--- config.mk ---
export PLATFORM = sky130hd
export DESIGN_NAME = mipsDecodeTop
export DESIGN_NICKNAME = d
export VERILOG_FILES = /design/src/verilog/mipsDecodePkg.sv /design/src/verilog/decodeIf.sv /design/src/verilog/mipsDecodeTop.sv /design/src/verilog/decodeMerge.sv /design/src/verilog/immediateUnit.sv /design/src/verilog/controlUnit.sv /design/src/verilog/wbDecodeSlave.sv
export SDC_FILE = /design/constraint.sdc
export NUM_CORES = 1
export LEC_CHECK = 0
export ABC_AREA = 1
export BUFFER_PORTS_ARGS = -buffer_cell sky130_fd_sc_hd__clkbuf_2
export CELL_PAD_IN_SITES_DETAIL_PLACEMENT = 0
export CELL_PAD_IN_SITES_GLOBAL_PLACEMENT = 1
export CORE_MARGIN = 5
export CORE_UTILIZATION = 35
export DETAILED_ROUTE_END_ITERATION = 6
export PLACE_DENSITY = 0.72
export REMOVE_ABC_BUFFERS = 1
export SYNTH_ARGS = -nofsm -noshare
export SYNTH_HDL_FRONTEND = slang
export SYNTH_HIERARCHICAL = 1
export SYNTH_SLANG_ARGS = --single-unit
--- constraint.sdc ---
create_clock -name clk -period 3.8 [get_ports clk]
set_input_delay 0.38 -clock clk [delete_from_list [all_inputs] [get_ports clk]]
set_output_delay 0.38 -clock clk [all_outputs]
set_load 0.01 [all_outputs]
--- src/verilog/mipsDecodePkg.sv ---
`default_nettype none

package mipsDecodePkg;

    // Primary opcodes handled by the decoder
    typedef enum logic [5:0] {
        opSpecial = 6'h00,
        opRegimm  = 6'h01,
        opJ       = 6'h02,
        opJal     = 6'h03,
        opBeq     = 6'h04,
        opBne     = 6'h05,
        opBlez    = 6'h06,
        opBgtz    = 6'h07,
        opAndi    = 6'h0c,
        opOri     = 6'h0d,
        opXori    = 6'h0e,
        opLui     = 6'h0f,
        opLb      = 6'h20,
        opLh      = 6'h21,
        opLwl     = 6'h22,
        opLw      = 6'h23,
        opLbu     = 6'h24,
        opLhu     = 6'h25,
        opLwr     = 6'h26,
        opSb      = 6'h28,
        opSh      = 6'h29,
        opSw      = 6'h2b
    } opcodeE;

    // SPECIAL funct codes with their own decode
    typedef enum logic [5:0] {
        fnJr    = 6'h08,
        fnJalr  = 6'h09,
        fnMfhi  = 6'h10,
        fnMthi  = 6'h11,
        fnMflo  = 6'h12,
        fnMtlo  = 6'h13,
        fnMult  = 6'h18,
        fnMultu = 6'h19,
        fnDiv   = 6'h1a,
        fnDivu  = 6'h1b
    } functE;

    typedef enum logic [1:0] {selRt = 2'd0, selRd = 2'd1, selRa = 2'd2} regDstE;

    typedef enum logic [2:0] {
        selAlu  = 3'd0,
        selMem  = 3'd1,
        selPc4  = 3'd2,
        selHi   = 3'd3,
        selLo   = 3'd4,
        selLink = 3'd5
    } memToRegE;

    typedef enum logic [1:0] {stWord = 2'd0, stHalf = 2'd1, stByte = 2'd2} storeTypeE;

    typedef enum logic [2:0] {bcNone, bcEq, bcNe, bcLez, bcGtz, bcRegimm} branchCondE;

    typedef enum logic {wbsIdle, wbsAck} wbStateE;

    // Control word layout
    localparam int unsigned CtrlJrPos         = 0;
    localparam int unsigned CtrlJumpPos       = 1;
    localparam int unsigned CtrlRegWriteLo    = 2;
    localparam int unsigned CtrlMemReadPos    = 4;
    localparam int unsigned CtrlMemWritePos   = 5;
    localparam int unsigned CtrlRegDstLo      = 6;
    localparam int unsigned CtrlMemToRegLo    = 8;
    localparam int unsigned CtrlHiWriteLo     = 11;
    localparam int unsigned CtrlLoWriteLo     = 13;
    localparam int unsigned CtrlDelayEarlyPos = 15;
    localparam int unsigned CtrlStoreTypeLo   = 16;

    // Index word layout
    localparam int unsigned IdxRsLo     = 0;
    localparam int unsigned IdxRtLo     = 5;
    localparam int unsigned IdxDestLo   = 10;
    localparam int unsigned IdxShamtLo  = 15;
    localparam int unsigned IdxBranchLo = 20;

    // Register map
    localparam int unsigned AddrInstr = 0;
    localparam int unsigned AddrHold  = 1;
    localparam int unsigned AddrCtrl  = 2;
    localparam int unsigned AddrImm   = 3;
    localparam int unsigned AddrIdx   = 4;

endpackage

`default_nettype wire
--- src/verilog/decodeIf.sv ---
`timescale 1ns/1ps
`default_nettype none

interface decodeIf (
    input logic clk,
    input logic rstN
);
    // Stored instruction and hold-phase flag
    logic [31:0] instr;
    logic        clkEn;

    // Main decoder results
    logic                        jr;
    logic                        jump;
    logic [1:0]                  regWrite;
    logic                        memRead;
    logic                        memWrite;
    mipsDecodePkg::regDstE       regDst;
    mipsDecodePkg::memToRegE     memToReg;
    logic [1:0]                  hiWrite;
    logic [1:0]                  loWrite;
    logic                        delayEarly;
    mipsDecodePkg::storeTypeE    storeType;

    // Operand decoder results
    logic [4:0]                  rsIdx;
    logic [4:0]                  rtIdx;
    logic [4:0]                  rdIdx;
    logic [4:0]                  shamt;
    mipsDecodePkg::branchCondE   branchCond;
    logic [31:0]                 immExt;

    modport src (output instr, clkEn);

    modport ctrl (
        input  clk, rstN, instr, clkEn,
        output jr, jump, regWrite, memRead, memWrite, regDst, memToReg,
        output hiWrite, loWrite, delayEarly, storeType
    );

    modport opnd (input instr, output rsIdx, rtIdx, rdIdx, shamt, branchCond, immExt);

    modport sink (
        input jr, jump, regWrite, memRead, memWrite, regDst, memToReg,
        input hiWrite, loWrite, delayEarly, storeType,
        input rsIdx, rtIdx, rdIdx, shamt, branchCond, immExt
    );

endinterface

`default_nettype wire

--- src/verilog/mipsDecodeTop.sv ---
`timescale 1ns/1ps
`default_nettype none

module mipsDecodeTop #(
    parameter int WbAddrWidth = 3
) (
    input  logic                   clk,
    input  logic                   rstN,
    input  logic                   wbCyc,
    input  logic                   wbStb,
    input  logic                   wbWe,
    input  logic [WbAddrWidth-1:0] wbAdr,
    input  logic [31:0]            wbDatI,
    output logic [31:0]            wbDatO,
    output logic                   wbAck
);

    logic [31:0] ctrlWord;
    logic [31:0] immWord;
    logic [31:0] idxWord;

    decodeIf dec0 (
        .clk  (clk),
        .rstN (rstN)
    );

    wbDecodeSlave #(
        .WbAddrWidth (WbAddrWidth)
    ) slave0 (
        .clk      (clk),
        .rstN     (rstN),
        .wbCyc    (wbCyc),
        .wbStb    (wbStb),
        .wbWe     (wbWe),
        .wbAdr    (wbAdr),
        .wbDatI   (wbDatI),
        .wbDatO   (wbDatO),
        .wbAck    (wbAck),
        .dec      (dec0.src),
        .ctrlWord (ctrlWord),
        .immWord  (immWord),
        .idxWord  (idxWord)
    );

    // Both decoders run in parallel on the stored instruction
    controlUnit ctrl0 (
        .dec (dec0.ctrl)
    );

    immediateUnit imm0 (
        .dec (dec0.opnd)
    );

    decodeMerge merge0 (
        .clk      (clk),
        .rstN     (rstN),
        .dec      (dec0.sink),
        .ctrlWord (ctrlWord),
        .immWord  (immWord),
        .idxWord  (idxWord)
    );

endmodule

`default_nettype wire

--- src/verilog/decodeMerge.sv ---
`timescale 1ns/1ps
`default_nettype none

module decodeMerge (
    input  logic        clk,
    input  logic        rstN,
    decodeIf.sink       dec,
    output logic [31:0] ctrlWord,
    output logic [31:0] immWord,
    output logic [31:0] idxWord
);

    logic [4:0]  destReg;
    logic [31:0] ctrlNext;
    logic [31:0] idxNext;

    // Destination is only meaningful when something is written
    always_comb
    begin
        if (dec.regWrite == 2'b00)
            destReg = 5'd0;
        else if (dec.regDst == mipsDecodePkg::selRd)
            destReg = dec.rdIdx;
        else if (dec.regDst == mipsDecodePkg::selRa)
            destReg = 5'd31;
        else
            destReg = dec.rtIdx;
    end

    always_comb
    begin
        ctrlNext = 32'd0;
        ctrlNext[mipsDecodePkg::CtrlJrPos]           = dec.jr;
        ctrlNext[mipsDecodePkg::CtrlJumpPos]         = dec.jump;
        ctrlNext[mipsDecodePkg::CtrlRegWriteLo +: 2] = dec.regWrite;
        ctrlNext[mipsDecodePkg::CtrlMemReadPos]      = dec.memRead;
        ctrlNext[mipsDecodePkg::CtrlMemWritePos]     = dec.memWrite;
        ctrlNext[mipsDecodePkg::CtrlRegDstLo +: 2]   = dec.regDst;
        ctrlNext[mipsDecodePkg::CtrlMemToRegLo +: 3] = dec.memToReg;
        ctrlNext[mipsDecodePkg::CtrlHiWriteLo +: 2]  = dec.hiWrite;
        ctrlNext[mipsDecodePkg::CtrlLoWriteLo +: 2]  = dec.loWrite;
        ctrlNext[mipsDecodePkg::CtrlDelayEarlyPos]   = dec.delayEarly;
        ctrlNext[mipsDecodePkg::CtrlStoreTypeLo +: 2] = dec.storeType;

        idxNext = 32'd0;
        idxNext[mipsDecodePkg::IdxRsLo +: 5]     = dec.rsIdx;
        idxNext[mipsDecodePkg::IdxRtLo +: 5]     = dec.rtIdx;
        idxNext[mipsDecodePkg::IdxDestLo +: 5]   = destReg;
        idxNext[mipsDecodePkg::IdxShamtLo +: 5]  = dec.shamt;
        idxNext[mipsDecodePkg::IdxBranchLo +: 3] = dec.branchCond;
    end

    always_ff @(posedge clk)
    begin
        if (!rstN)
        begin
            ctrlWord <= 32'd0;
            immWord  <= 32'd0;
            idxWord  <= 32'd0;
        end
        else
        begin
            ctrlWord <= ctrlNext;
            immWord  <= dec.immExt;
            idxWord  <= idxNext;
        end
    end

endmodule

`default_nettype wire

--- src/verilog/immediateUnit.sv ---
`timescale 1ns/1ps
`default_nettype none

module immediateUnit (
    decodeIf.opnd dec
);

    mipsDecodePkg::opcodeE op;
    logic [15:0]           imm16;

    assign op    = mipsDecodePkg::opcodeE'(dec.instr[31:26]);
    assign imm16 = dec.instr[15:0];

    // Register fields of the R and I formats
    assign dec.rsIdx = dec.instr[25:21];
    assign dec.rtIdx = dec.instr[20:16];
    assign dec.rdIdx = dec.instr[15:11];
    assign dec.shamt = dec.instr[10:6];

    always_comb
    begin
        case (op)
            mipsDecodePkg::opBeq:    dec.branchCond = mipsDecodePkg::bcEq;
            mipsDecodePkg::opBne:    dec.branchCond = mipsDecodePkg::bcNe;
            mipsDecodePkg::opBlez:   dec.branchCond = mipsDecodePkg::bcLez;
            mipsDecodePkg::opBgtz:   dec.branchCond = mipsDecodePkg::bcGtz;
            // BLTZ, BGEZ and link forms are resolved later by rt
            mipsDecodePkg::opRegimm: dec.branchCond = mipsDecodePkg::bcRegimm;
            default:                 dec.branchCond = mipsDecodePkg::bcNone;
        endcase
    end

    always_comb
    begin
        case (op)
            mipsDecodePkg::opAndi,
            mipsDecodePkg::opOri,
            mipsDecodePkg::opXori:
            begin
                // Logical ops take an unsigned immediate
                dec.immExt = {16'd0, imm16};
            end
            mipsDecodePkg::opLui:
            begin
                dec.immExt = {imm16, 16'd0};
            end
            default:
            begin
                dec.immExt = {{16{imm16[15]}}, imm16};
            end
        endcase
    end

endmodule

`default_nettype wire

--- src/verilog/controlUnit.sv ---
`timescale 1ns/1ps
`default_nettype none

module controlUnit (
    decodeIf.ctrl dec
);

    mipsDecodePkg::opcodeE op;
    mipsDecodePkg::functE  fn;
    logic [4:0]            rt;
    logic                  isLoad;
    logic                  isStore;
    logic                  isBranch;
    logic                  isJumpReg;
    logic                  noWriteBack;

    assign op = mipsDecodePkg::opcodeE'(dec.instr[31:26]);
    assign fn = mipsDecodePkg::functE'(dec.instr[5:0]);
    assign rt = dec.instr[20:16];

    assign isLoad = op inside {mipsDecodePkg::opLb, mipsDecodePkg::opLh, mipsDecodePkg::opLwl,
                               mipsDecodePkg::opLw, mipsDecodePkg::opLbu, mipsDecodePkg::opLhu,
                               mipsDecodePkg::opLwr};
    assign isStore = op inside {mipsDecodePkg::opSb, mipsDecodePkg::opSh, mipsDecodePkg::opSw};
    assign isBranch = op inside {mipsDecodePkg::opBeq, mipsDecodePkg::opBne,
                                 mipsDecodePkg::opBlez, mipsDecodePkg::opBgtz,
                                 mipsDecodePkg::opRegimm};
    assign isJumpReg = (op == mipsDecodePkg::opSpecial) &&
                       (fn == mipsDecodePkg::fnJr || fn == mipsDecodePkg::fnJalr);

    // SPECIAL ops that leave the register file alone
    assign noWriteBack = fn inside {mipsDecodePkg::fnMthi, mipsDecodePkg::fnMtlo,
                                    mipsDecodePkg::fnMult, mipsDecodePkg::fnMultu,
                                    mipsDecodePkg::fnDiv, mipsDecodePkg::fnDivu,
                                    mipsDecodePkg::fnJr};

    always_comb
    begin
        dec.jr         = 1'b0;
        dec.jump       = 1'b0;
        dec.regWrite   = 2'b00;
        dec.memRead    = 1'b0;
        dec.memWrite   = 1'b0;
        dec.regDst     = mipsDecodePkg::selRt;
        dec.memToReg   = mipsDecodePkg::selAlu;
        dec.hiWrite    = 2'b00;
        dec.loWrite    = 2'b00;
        dec.delayEarly = 1'b0;
        dec.storeType  = mipsDecodePkg::stWord;

        if (dec.clkEn && isLoad)
        begin
            // Hold phase of a load
            dec.memWrite = 1'b1;
            dec.memToReg = mipsDecodePkg::selMem;
        end
        else if (!dec.clkEn || isJumpReg)
        begin
            if (op == mipsDecodePkg::opSpecial)
            begin
                dec.regDst = mipsDecodePkg::selRd;
                if (noWriteBack)
                begin
                    if (fn != mipsDecodePkg::fnMtlo && fn != mipsDecodePkg::fnJr)
                        dec.hiWrite = 2'b11;
                    if (fn != mipsDecodePkg::fnMthi && fn != mipsDecodePkg::fnJr)
                        dec.loWrite = 2'b11;
                    if (fn == mipsDecodePkg::fnJr)
                    begin
                        dec.jr         = 1'b1;
                        dec.delayEarly = 1'b1;
                    end
                end
                else
                begin
                    dec.regWrite = 2'b11;
                end
                if (fn == mipsDecodePkg::fnJalr)
                begin
                    dec.jr         = 1'b1;
                    dec.memToReg   = mipsDecodePkg::selLink;
                    dec.delayEarly = 1'b1;
                end
                else if (fn == mipsDecodePkg::fnMfhi)
                    dec.memToReg = mipsDecodePkg::selHi;
                else if (fn == mipsDecodePkg::fnMflo)
                    dec.memToReg = mipsDecodePkg::selLo;
            end

            // Everything else writes rt
            if (op != mipsDecodePkg::opSpecial && !isBranch && !isStore)
                dec.regWrite = 2'b11;
            // Partial word loads write only some lanes
            if (op == mipsDecodePkg::opLwl)
                dec.regWrite = 2'b01;
            if (op == mipsDecodePkg::opLwr)
                dec.regWrite = 2'b10;

            if (isStore)
            begin
                dec.memWrite = 1'b1;
                if (op == mipsDecodePkg::opSh)
                    dec.storeType = mipsDecodePkg::stHalf;
                else if (op == mipsDecodePkg::opSb)
                    dec.storeType = mipsDecodePkg::stByte;
            end
            if (isLoad)
            begin
                dec.memRead  = 1'b1;
                dec.memToReg = mipsDecodePkg::selMem;
            end

            if (op == mipsDecodePkg::opJ || op == mipsDecodePkg::opJal)
            begin
                dec.regWrite   = 2'b00;
                dec.jump       = 1'b1;
                dec.delayEarly = 1'b1;
            end
            // Link forms write the return address to r31
            if (op == mipsDecodePkg::opJal ||
                (op == mipsDecodePkg::opRegimm && (rt == 5'h10 || rt == 5'h11)))
            begin
                dec.regDst   = mipsDecodePkg::selRa;
                dec.memToReg = mipsDecodePkg::selLink;
                dec.regWrite = 2'b11;
            end
            if (isBranch)
                dec.delayEarly = 1'b1;
        end
    end

    noReadAndWrite: assert property (@(posedge dec.clk) disable iff (!dec.rstN)
        !(dec.memRead && dec.memWrite));

    noJrAndJump: assert property (@(posedge dec.clk) disable iff (!dec.rstN)
        !(dec.jr && dec.jump));

endmodule

`default_nettype wire

--- src/verilog/wbDecodeSlave.sv ---
`timescale 1ns/1ps
`default_nettype none

module wbDecodeSlave #(
    parameter int WbAddrWidth = 3
) (
    input  logic                   clk,
    input  logic                   rstN,
    input  logic                   wbCyc,
    input  logic                   wbStb,
    input  logic                   wbWe,
    input  logic [WbAddrWidth-1:0] wbAdr,
    input  logic [31:0]            wbDatI,
    output logic [31:0]            wbDatO,
    output logic                   wbAck,
    decodeIf.src                   dec,
    input  logic [31:0]            ctrlWord,
    input  logic [31:0]            immWord,
    input  logic [31:0]            idxWord
);

    mipsDecodePkg::wbStateE state;
    logic                   accept;
    logic [31:0]            instrReg;
    logic                   clkEnReg;
    logic [31:0]            rdData;

    // New access only from idle
    assign accept = (state == mipsDecodePkg::wbsIdle) && wbCyc && wbStb;

    assign dec.instr = instrReg;
    assign dec.clkEn = clkEnReg;

    always_comb
    begin
        case (wbAdr)
            WbAddrWidth'(mipsDecodePkg::AddrInstr): rdData = instrReg;
            WbAddrWidth'(mipsDecodePkg::AddrHold):  rdData = {31'd0, clkEnReg};
            WbAddrWidth'(mipsDecodePkg::AddrCtrl):  rdData = ctrlWord;
            WbAddrWidth'(mipsDecodePkg::AddrImm):   rdData = immWord;
            WbAddrWidth'(mipsDecodePkg::AddrIdx):   rdData = idxWord;
            default:                                rdData = 32'd0;
        endcase
    end

    always_ff @(posedge clk)
    begin
        if (!rstN)
        begin
            state    <= mipsDecodePkg::wbsIdle;
            wbAck    <= 1'b0;
            instrReg <= 32'd0;
            clkEnReg <= 1'b0;
        end
        else
        begin
            wbAck <= accept;
            if (accept)
            begin
                state <= mipsDecodePkg::wbsAck;
            end
            // Stay busy until the strobe has been seen low
            else if (!(wbCyc && wbStb))
            begin
                state <= mipsDecodePkg::wbsIdle;
            end
            if (accept && wbWe && wbAdr == WbAddrWidth'(mipsDecodePkg::AddrInstr))
            begin
                instrReg <= wbDatI;
            end
            if (accept && wbWe && wbAdr == WbAddrWidth'(mipsDecodePkg::AddrHold))
            begin
                clkEnReg <= wbDatI[0];
            end
        end
    end

    always_ff @(posedge clk)
    begin
        if (accept && !wbWe)
        begin
            wbDatO <= rdData;
        end
    end

    ackNeedsCycStb: assert property (@(posedge clk) disable iff (!rstN)
        wbAck |-> (wbCyc && wbStb));

endmodule

`default_nettype wire

After elaboration in Yosys (flattened, before gate mapping)
Cells that the tools add are included.
W data, S select, Z words.
{"block": "word_totals", "elab_cells": 146, "register_bits": 163, "inputBits": 40, "ram_bits": 0, "mem_bits_ro": 0, "n_memories": 0, "latch_bits": 0}
{"block": "classes", "n_reduce_logical": 38, "n_addsub": 0, "n_mul": 0, "n_eq_ne": 43, "bitwise_logic": 6, "mux": 43, "n_div": 0, "shifts": 0, "order_cmp": 0}
{"operator": "$pmux W32 S5", "n": 1}
{"operator": "$pmux W32 S2", "n": 1}
{"operator": "$eq A6 B6 Y1 const B", "n": 10}
{"operator": "$eq A6 B5 Y1 const B", "n": 8}
{"operator": "$eq A6 B4 Y1 const B", "n": 6}
{"operator": "$mux W2", "n": 16}
{"operator": "$eq A6 B3 Y1 const B", "n": 4}
{"operator": "$mux W3", "n": 8}
{"operator": "$pmux W3 S5", "n": 1}
{"operator": "$logic_and A1 B1 Y1", "n": 14}
{"operator": "$mux W1", "n": 14}
{"operator": "$reduce_bool A7 Y1", "n": 2}
{"operator": "$eq A6 B2 Y1 const B", "n": 2}
{"operator": "$ne A6 B5 Y1 const B", "n": 2}
{"operator": "$eq A5 B5 Y1 const B", "n": 2}
{"operator": "$mux W5", "n": 2}
{"operator": "$reduce_or A5 Y1", "n": 2}
{"operator": "$reduce_or A7 Y1", "n": 1}
{"operator": "$eq A3 B2 Y1 const B", "n": 2}
{"operator": "$eq A6 B1 Y1 const B", "n": 1}
{"operator": "$logic_not A6 Y1", "n": 1}
{"operator": "$ne A6 B4 Y1 const B", "n": 1}
{"operator": "$not A1 Y1", "n": 6}
{"operator": "$reduce_bool A6 Y1", "n": 1}
{"operator": "other kinds (14)", "n": 22}

Logic depth before layout (Yosys ltp)
{"block": "depth", "word_depth": 14, "ltp_mapped": 12, "depth_no_buf": 12}

Hierarchy
Netlist, hierarchy kept.
{"module": "wbDecodeSlave", "n_inst": 1, "cells_per_inst": 447, "area_per_inst_um2": 3393.3}
{"module": "decodeMerge", "n_inst": 1, "cells_per_inst": 267, "area_per_inst_um2": 2317.2}
{"module": "immediateUnit", "n_inst": 1, "cells_per_inst": 98, "area_per_inst_um2": 564.3}
{"module": "controlUnit", "n_inst": 1, "cells_per_inst": 97, "area_per_inst_um2": 498.0}

Worst setup path after synthesis
Ideal clock, no wire load.
{"block": "synth_timing", "path_type": "input-to-reg", "from": "input wbStb", "to": "register slave0.wbDatO[0], enable pin", "setup_slack_ps": 1507, "t_required_ps": 3379, "t_arrival_ps": 1872, "stages": 2, "cell_sequence": "nand3_1 -> nor2_1"}
{"block": "synth_between", "elab_chain_cells": 2}
{"item": "start, declared", "line": "mipsDecodeTop.sv:10", "text": "input logic wbStb,"}
{"item": "$logic_and A1 B1 Y1", "line": "wbDecodeSlave.sv:29", "text": "assign accept = (state == mipsDecodePkg::wbsIdle) && wbCyc && wbStb;"}
{"item": "$logic_and A1 B1 Y1", "line": "wbDecodeSlave.sv:80", "text": "if (accept && !wbWe)"}
{"item": "end signal, assigned", "line": "wbDecodeSlave.sv:82", "text": "wbDatO <= rdData;"}
{"item": "end, declared", "line": "wbDecodeSlave.sv:14", "text": "output logic [31:0] wbDatO,"}
Every way passes these cells.
A chain may end at the register's enable or synchronous reset.

Worst setup path in the final report
{"block": "layout_timing", "from": "register slave0.instrReg[3], in the netlist slave0/dec.instr[3]", "to": "register merge0.idxWord[10]"}
{"block": "layout_between", "elab_cells_between_ends": 29, "cone_classes": "eq/ne (10); mux (13); reduce/logical (6)"}
{"item": "start, declared", "line": "wbDecodeSlave.sv:24", "text": "logic [31:0] instrReg;"}
{"item": "start signal, assigned", "line": "wbDecodeSlave.sv:69", "text": "instrReg <= wbDatI;"}
{"item": "$eq A6 B4 Y1", "line": "controlUnit.sv:29", "text": "(fn == mipsDecodePkg::fnJr || fn == mipsDecodePkg::fnJalr);"}
{"item": "$logic_or A1 B1 Y1 *", "line": "controlUnit.sv:29"}
{"item": "$logic_and A1 B1 Y1 *", "line": "controlUnit.sv:28", "text": "assign isJumpReg = (op == mipsDecodePkg::opSpecial) &&"}
{"item": "$logic_or A1 B1 Y1 *", "line": "controlUnit.sv:57", "text": "else if (!dec.clkEn || isJumpReg)"}
{"item": "$mux W2 *", "line": "controlUnit.sv:57"}
{"item": "$mux W2 *", "line": "controlUnit.sv:51", "text": "if (dec.clkEn && isLoad)"}
{"item": "net dec0.regDst[0]", "line": "decodeIf.sv:18", "text": "mipsDecodePkg::regDstE regDst;"}
{"item": "$eq A2 B2 Y1", "line": "decodeMerge.sv:24", "text": "else if (dec.regDst == mipsDecodePkg::selRa)"}
{"item": "$mux W5", "line": "decodeMerge.sv:24"}
{"item": "$mux W5 *", "line": "decodeMerge.sv:22", "text": "else if (dec.regDst == mipsDecodePkg::selRd)"}
{"item": "end signal, assigned", "line": "decodeMerge.sv:65", "text": "idxWord <= idxNext;"}
{"item": "end, declared", "line": "decodeMerge.sv:10", "text": "output logic [31:0] idxWord"}
The timed path passes the listed nets; every way through them passes the cells marked *.

==> flow_summary.toml <==
[route]
vias = 5426
viasPerCell = 4.47
drc = 0
wl_per_cell_um = 14.5
drtPass1Iterations = 4
drt_iter0_markers = 261
ant_nets = 0
wl_mm = 17.6

[yosys]
yosys_warnings = 6
synth.yosys.seq_area_share_pct = 46.1
syn_area_um2 = 6770
syn_avg_cell_area_um2 = 7.45
syn_inst = 909
synth.distinct_cells = 33
synth-seq-cells = 140

[clocking]
clkTransAtPathRegs_ns = 0.06
ctsHoldBuffers = 0
cts-resized-gates = 0
postCtsSetupBuffers = 0
insertion_delay_ns = 0.42
numClockSinks = 140
htree_levels = 4
cts_buffers = 17
cts_max_path_buffers = 2
cts_tree = "built"
root_buffer = "clkbuf_16"

[critical_path]
cp.arrival_ns = 2.34
start_kind = "flop"
path_class = "reg -> reg"
cp-end-kind = "flop"
crit_required_ns = 4.12
reg2reg_from = "slave0/dec.instr[3]$_SDFFE_PN0P_"
reg2reg_slack_ns = 1.77
reg2reg_depth = 11
critPathMaxFanout = 9
r2r-end = "merge0/idxWord[10]$_SDFF_PP0_"

[placed_design]
hpwl_mm = 11.2
gp_congestion = 0.822
place_inst = 1181
portBuffers = 72

[sta]
maxSlewViolCount = 0
setup_violations = 0
finalClockSkew_ns = 0.0117
maxClockFrequency_mhz = 493
worst_pin_slew_ns = 1.06
hold_viol_final = 0
rsz0062_at_grt = "no"
fin_crit_ns = 2.03
setup_tns_ns = 0
slew_headroom_pct = 28.8
min_period_over_period_pct = 53.4

[global_routing]
antenna_found_initial = 0
overflow = 0
grt_start_max_net_pins = 74
grt_use_total_pct = 16.6
grt_pass1_vias = 5354
grt_pass1_wl_mm = 29.0

[floorplan]
core_um2 = 18900
die_y_um = 149
num_rows = 50
dieArea_um2 = 22200
die_x_um = 149
ios = 73
start_util_pct = 35.8

[power]
max-vdd-ir-drop_mv = 0.256
p_int_mw = 2.55
power.share.combinational_pct = 6.0
netSwitchingFraction_pct = 23.2
p_clk_share_pct = 47.1
p_per_area_nw_per_um2 = 437
seqPwrFrac_pct = 46.9
switching_power_mw = 0.771
p_leak_nw = 3.78

[layout]
final_cell_mix = "nand2_1, inv_1, dfxtp_1"
layout_commonest_cell = "nand2_1"
final_cell_count_no_fill = 1213
multi_input_area_um2 = 2630
final_net_count = 980
n_fill_cell = 2050
area_growth_pct = 12.3
layout.area.seq_um2 = 3120
drive_gt1_share_pct = 14.7
diodes = 0

[hold_path]
hold_start = "wbCyc"
hold_end = "slave0/state$_SDFFE_PN0P_"
min_path_cells = 3
min_path_type = "in -> reg"

[flow_run]
maxCapViolCount = 0

[outcome]
status = "complete, no violations"
## cell families (layout without fill, tap and decap cells)
group	after synthesis	in the layout	share of synthesized area [%]
flops	140	140	46.1
simple gates	520	520	34.8
buf+inv	225	247	16.6
other cells	1	23	0.0554
compound gates	23	23	2.49
## sequential cells by signal, indices dropped and copies added (netlist names)
signal and flops:
merge0/immWord 32, slave0/wbAck 1, slave0/wbDatO 32, slave0/dec.instr 32, slave0/dec.clkEn 1, slave0/state 1
merge0/idxWord 23, merge0/ctrlWord 18
## worst max path at each step
stage / from / end / slack, ns / cells after the start
global route: slave0/dec.instr[3]$_SDFFE_PN0P_ / merge0/idxWord[10]$_SDFF_PP0_ / 1.59 / 11
finish: slave0/dec.instr[3]$_SDFFE_PN0P_ / merge0/idxWord[10]$_SDFF_PP0_ / 1.77 / 11
detailed placement: wbAdr[1] / slave0/wbDatO[26]$_DFFE_PP_ / 1.77 / 7
CTS: slave0/dec.instr[3]$_SDFFE_PN0P_ / merge0/idxWord[10]$_SDFF_PP0_ / 1.79 / 11
global placement: wbAdr[1] / slave0/wbDatO[26]$_DFFE_PP_ / 1.77 / 7
floorplan: wbStb / slave0/wbDatO[0]$_DFFE_PP_ / 1.51 / 2
## power by group through the flow
stage	Clock, mW	Sequential, mW	Combinational, mW
final	1.56	1.56	0.200
after global routing	1.67	1.56	0.228
after CTS	1.61	1.56	0.203
after detailed placement	0	1.59	0.202
after global placement	0	1.59	0.202
after floorplan	0	1.59	0.0925
## worst max-delay path: stages (launching register included)
cell,delay (ns)
dfxtp_1,0.51
inv_1,0.07
nor2_1,0.17
nand3_4,0.11
nor2_8,0.15
nor2_8,0.07
nor2_1,0.42
inv_2,0.05
nand2_1,0.08
nand2_1,0.13
nor2_1,0.12
nor2_1,0.05
## synth_stat cells
library cell	n	area (µm²)
nor2_1	104	390
a21oi_1	3	15.0
buf_1	3	11.3
and2_1	1	6.26
or2_2	1	6.26
o211ai_1	1	7.51
nor2_2	6	37.5
nand3b_1	5	37.5
a21boi_1	1	7.51
nand3_1	61	305
inv_2	5	18.8
nor4_1	2	12.5
nand2_1	258	968
buf_2	16	80.1
edfxtp_1	32	961
o21ai_4	1	16.3
clkbuf_1	11	41.3
inv_4	1	6.26
buf_6	5	56.3
nand2_2	2	12.5
inv_1	126	473
nor2_4	4	45.0
nand3_4	2	35.0
nand3_2	1	10.0
nor3_1	3	15.0
o21ai_1	2	10.0
conb_1	1	3.75
a21boi_0	15	113
nor3_2	2	20.0
buf_4	58	435
dfxtp_1	108	2160
nor2_8	2	40.0
nand4_1	66	413
## cell type report
class | count | area share [%]
repair buffers | 83 | 6.02
clock buffers | 24 | 6.76
clock inverters | 8 | 0.740
inverters | 132 | 6.55
multi-input cells | 566 | 34.6
flip-flops and latches | 140 | 41.1
well taps | 260 | 4.28
## layer usage
metal,part of all wire (%),vias up,wire [µm],global-route usage (%)
met5,0,-,0,0
met4,1.1,0,188,4.99
met3,4.7,8,829,3.59
met2,47,108,8210,27.5
met1,47,2472,8330,21.7
li1,-,2838,-,-
## metrics by stage
step	hold slack, ns	power [mW]	cell area (µm²)	util [%]	worst slack, ns
floorplan	0.427	1.68	6230	-	1.51
detailed placement	0.446	1.79	7030	37.2	1.77
global placement	0.444	1.79	7030	37.2	1.77
CTS	0.167	3.37	7600	40.3	1.79
global route	0.187	3.46	7600	40.3	1.59
finish	0.189	3.32	7600	40.3	1.77
No activity file was read; power rests on OpenSTA's default activity.
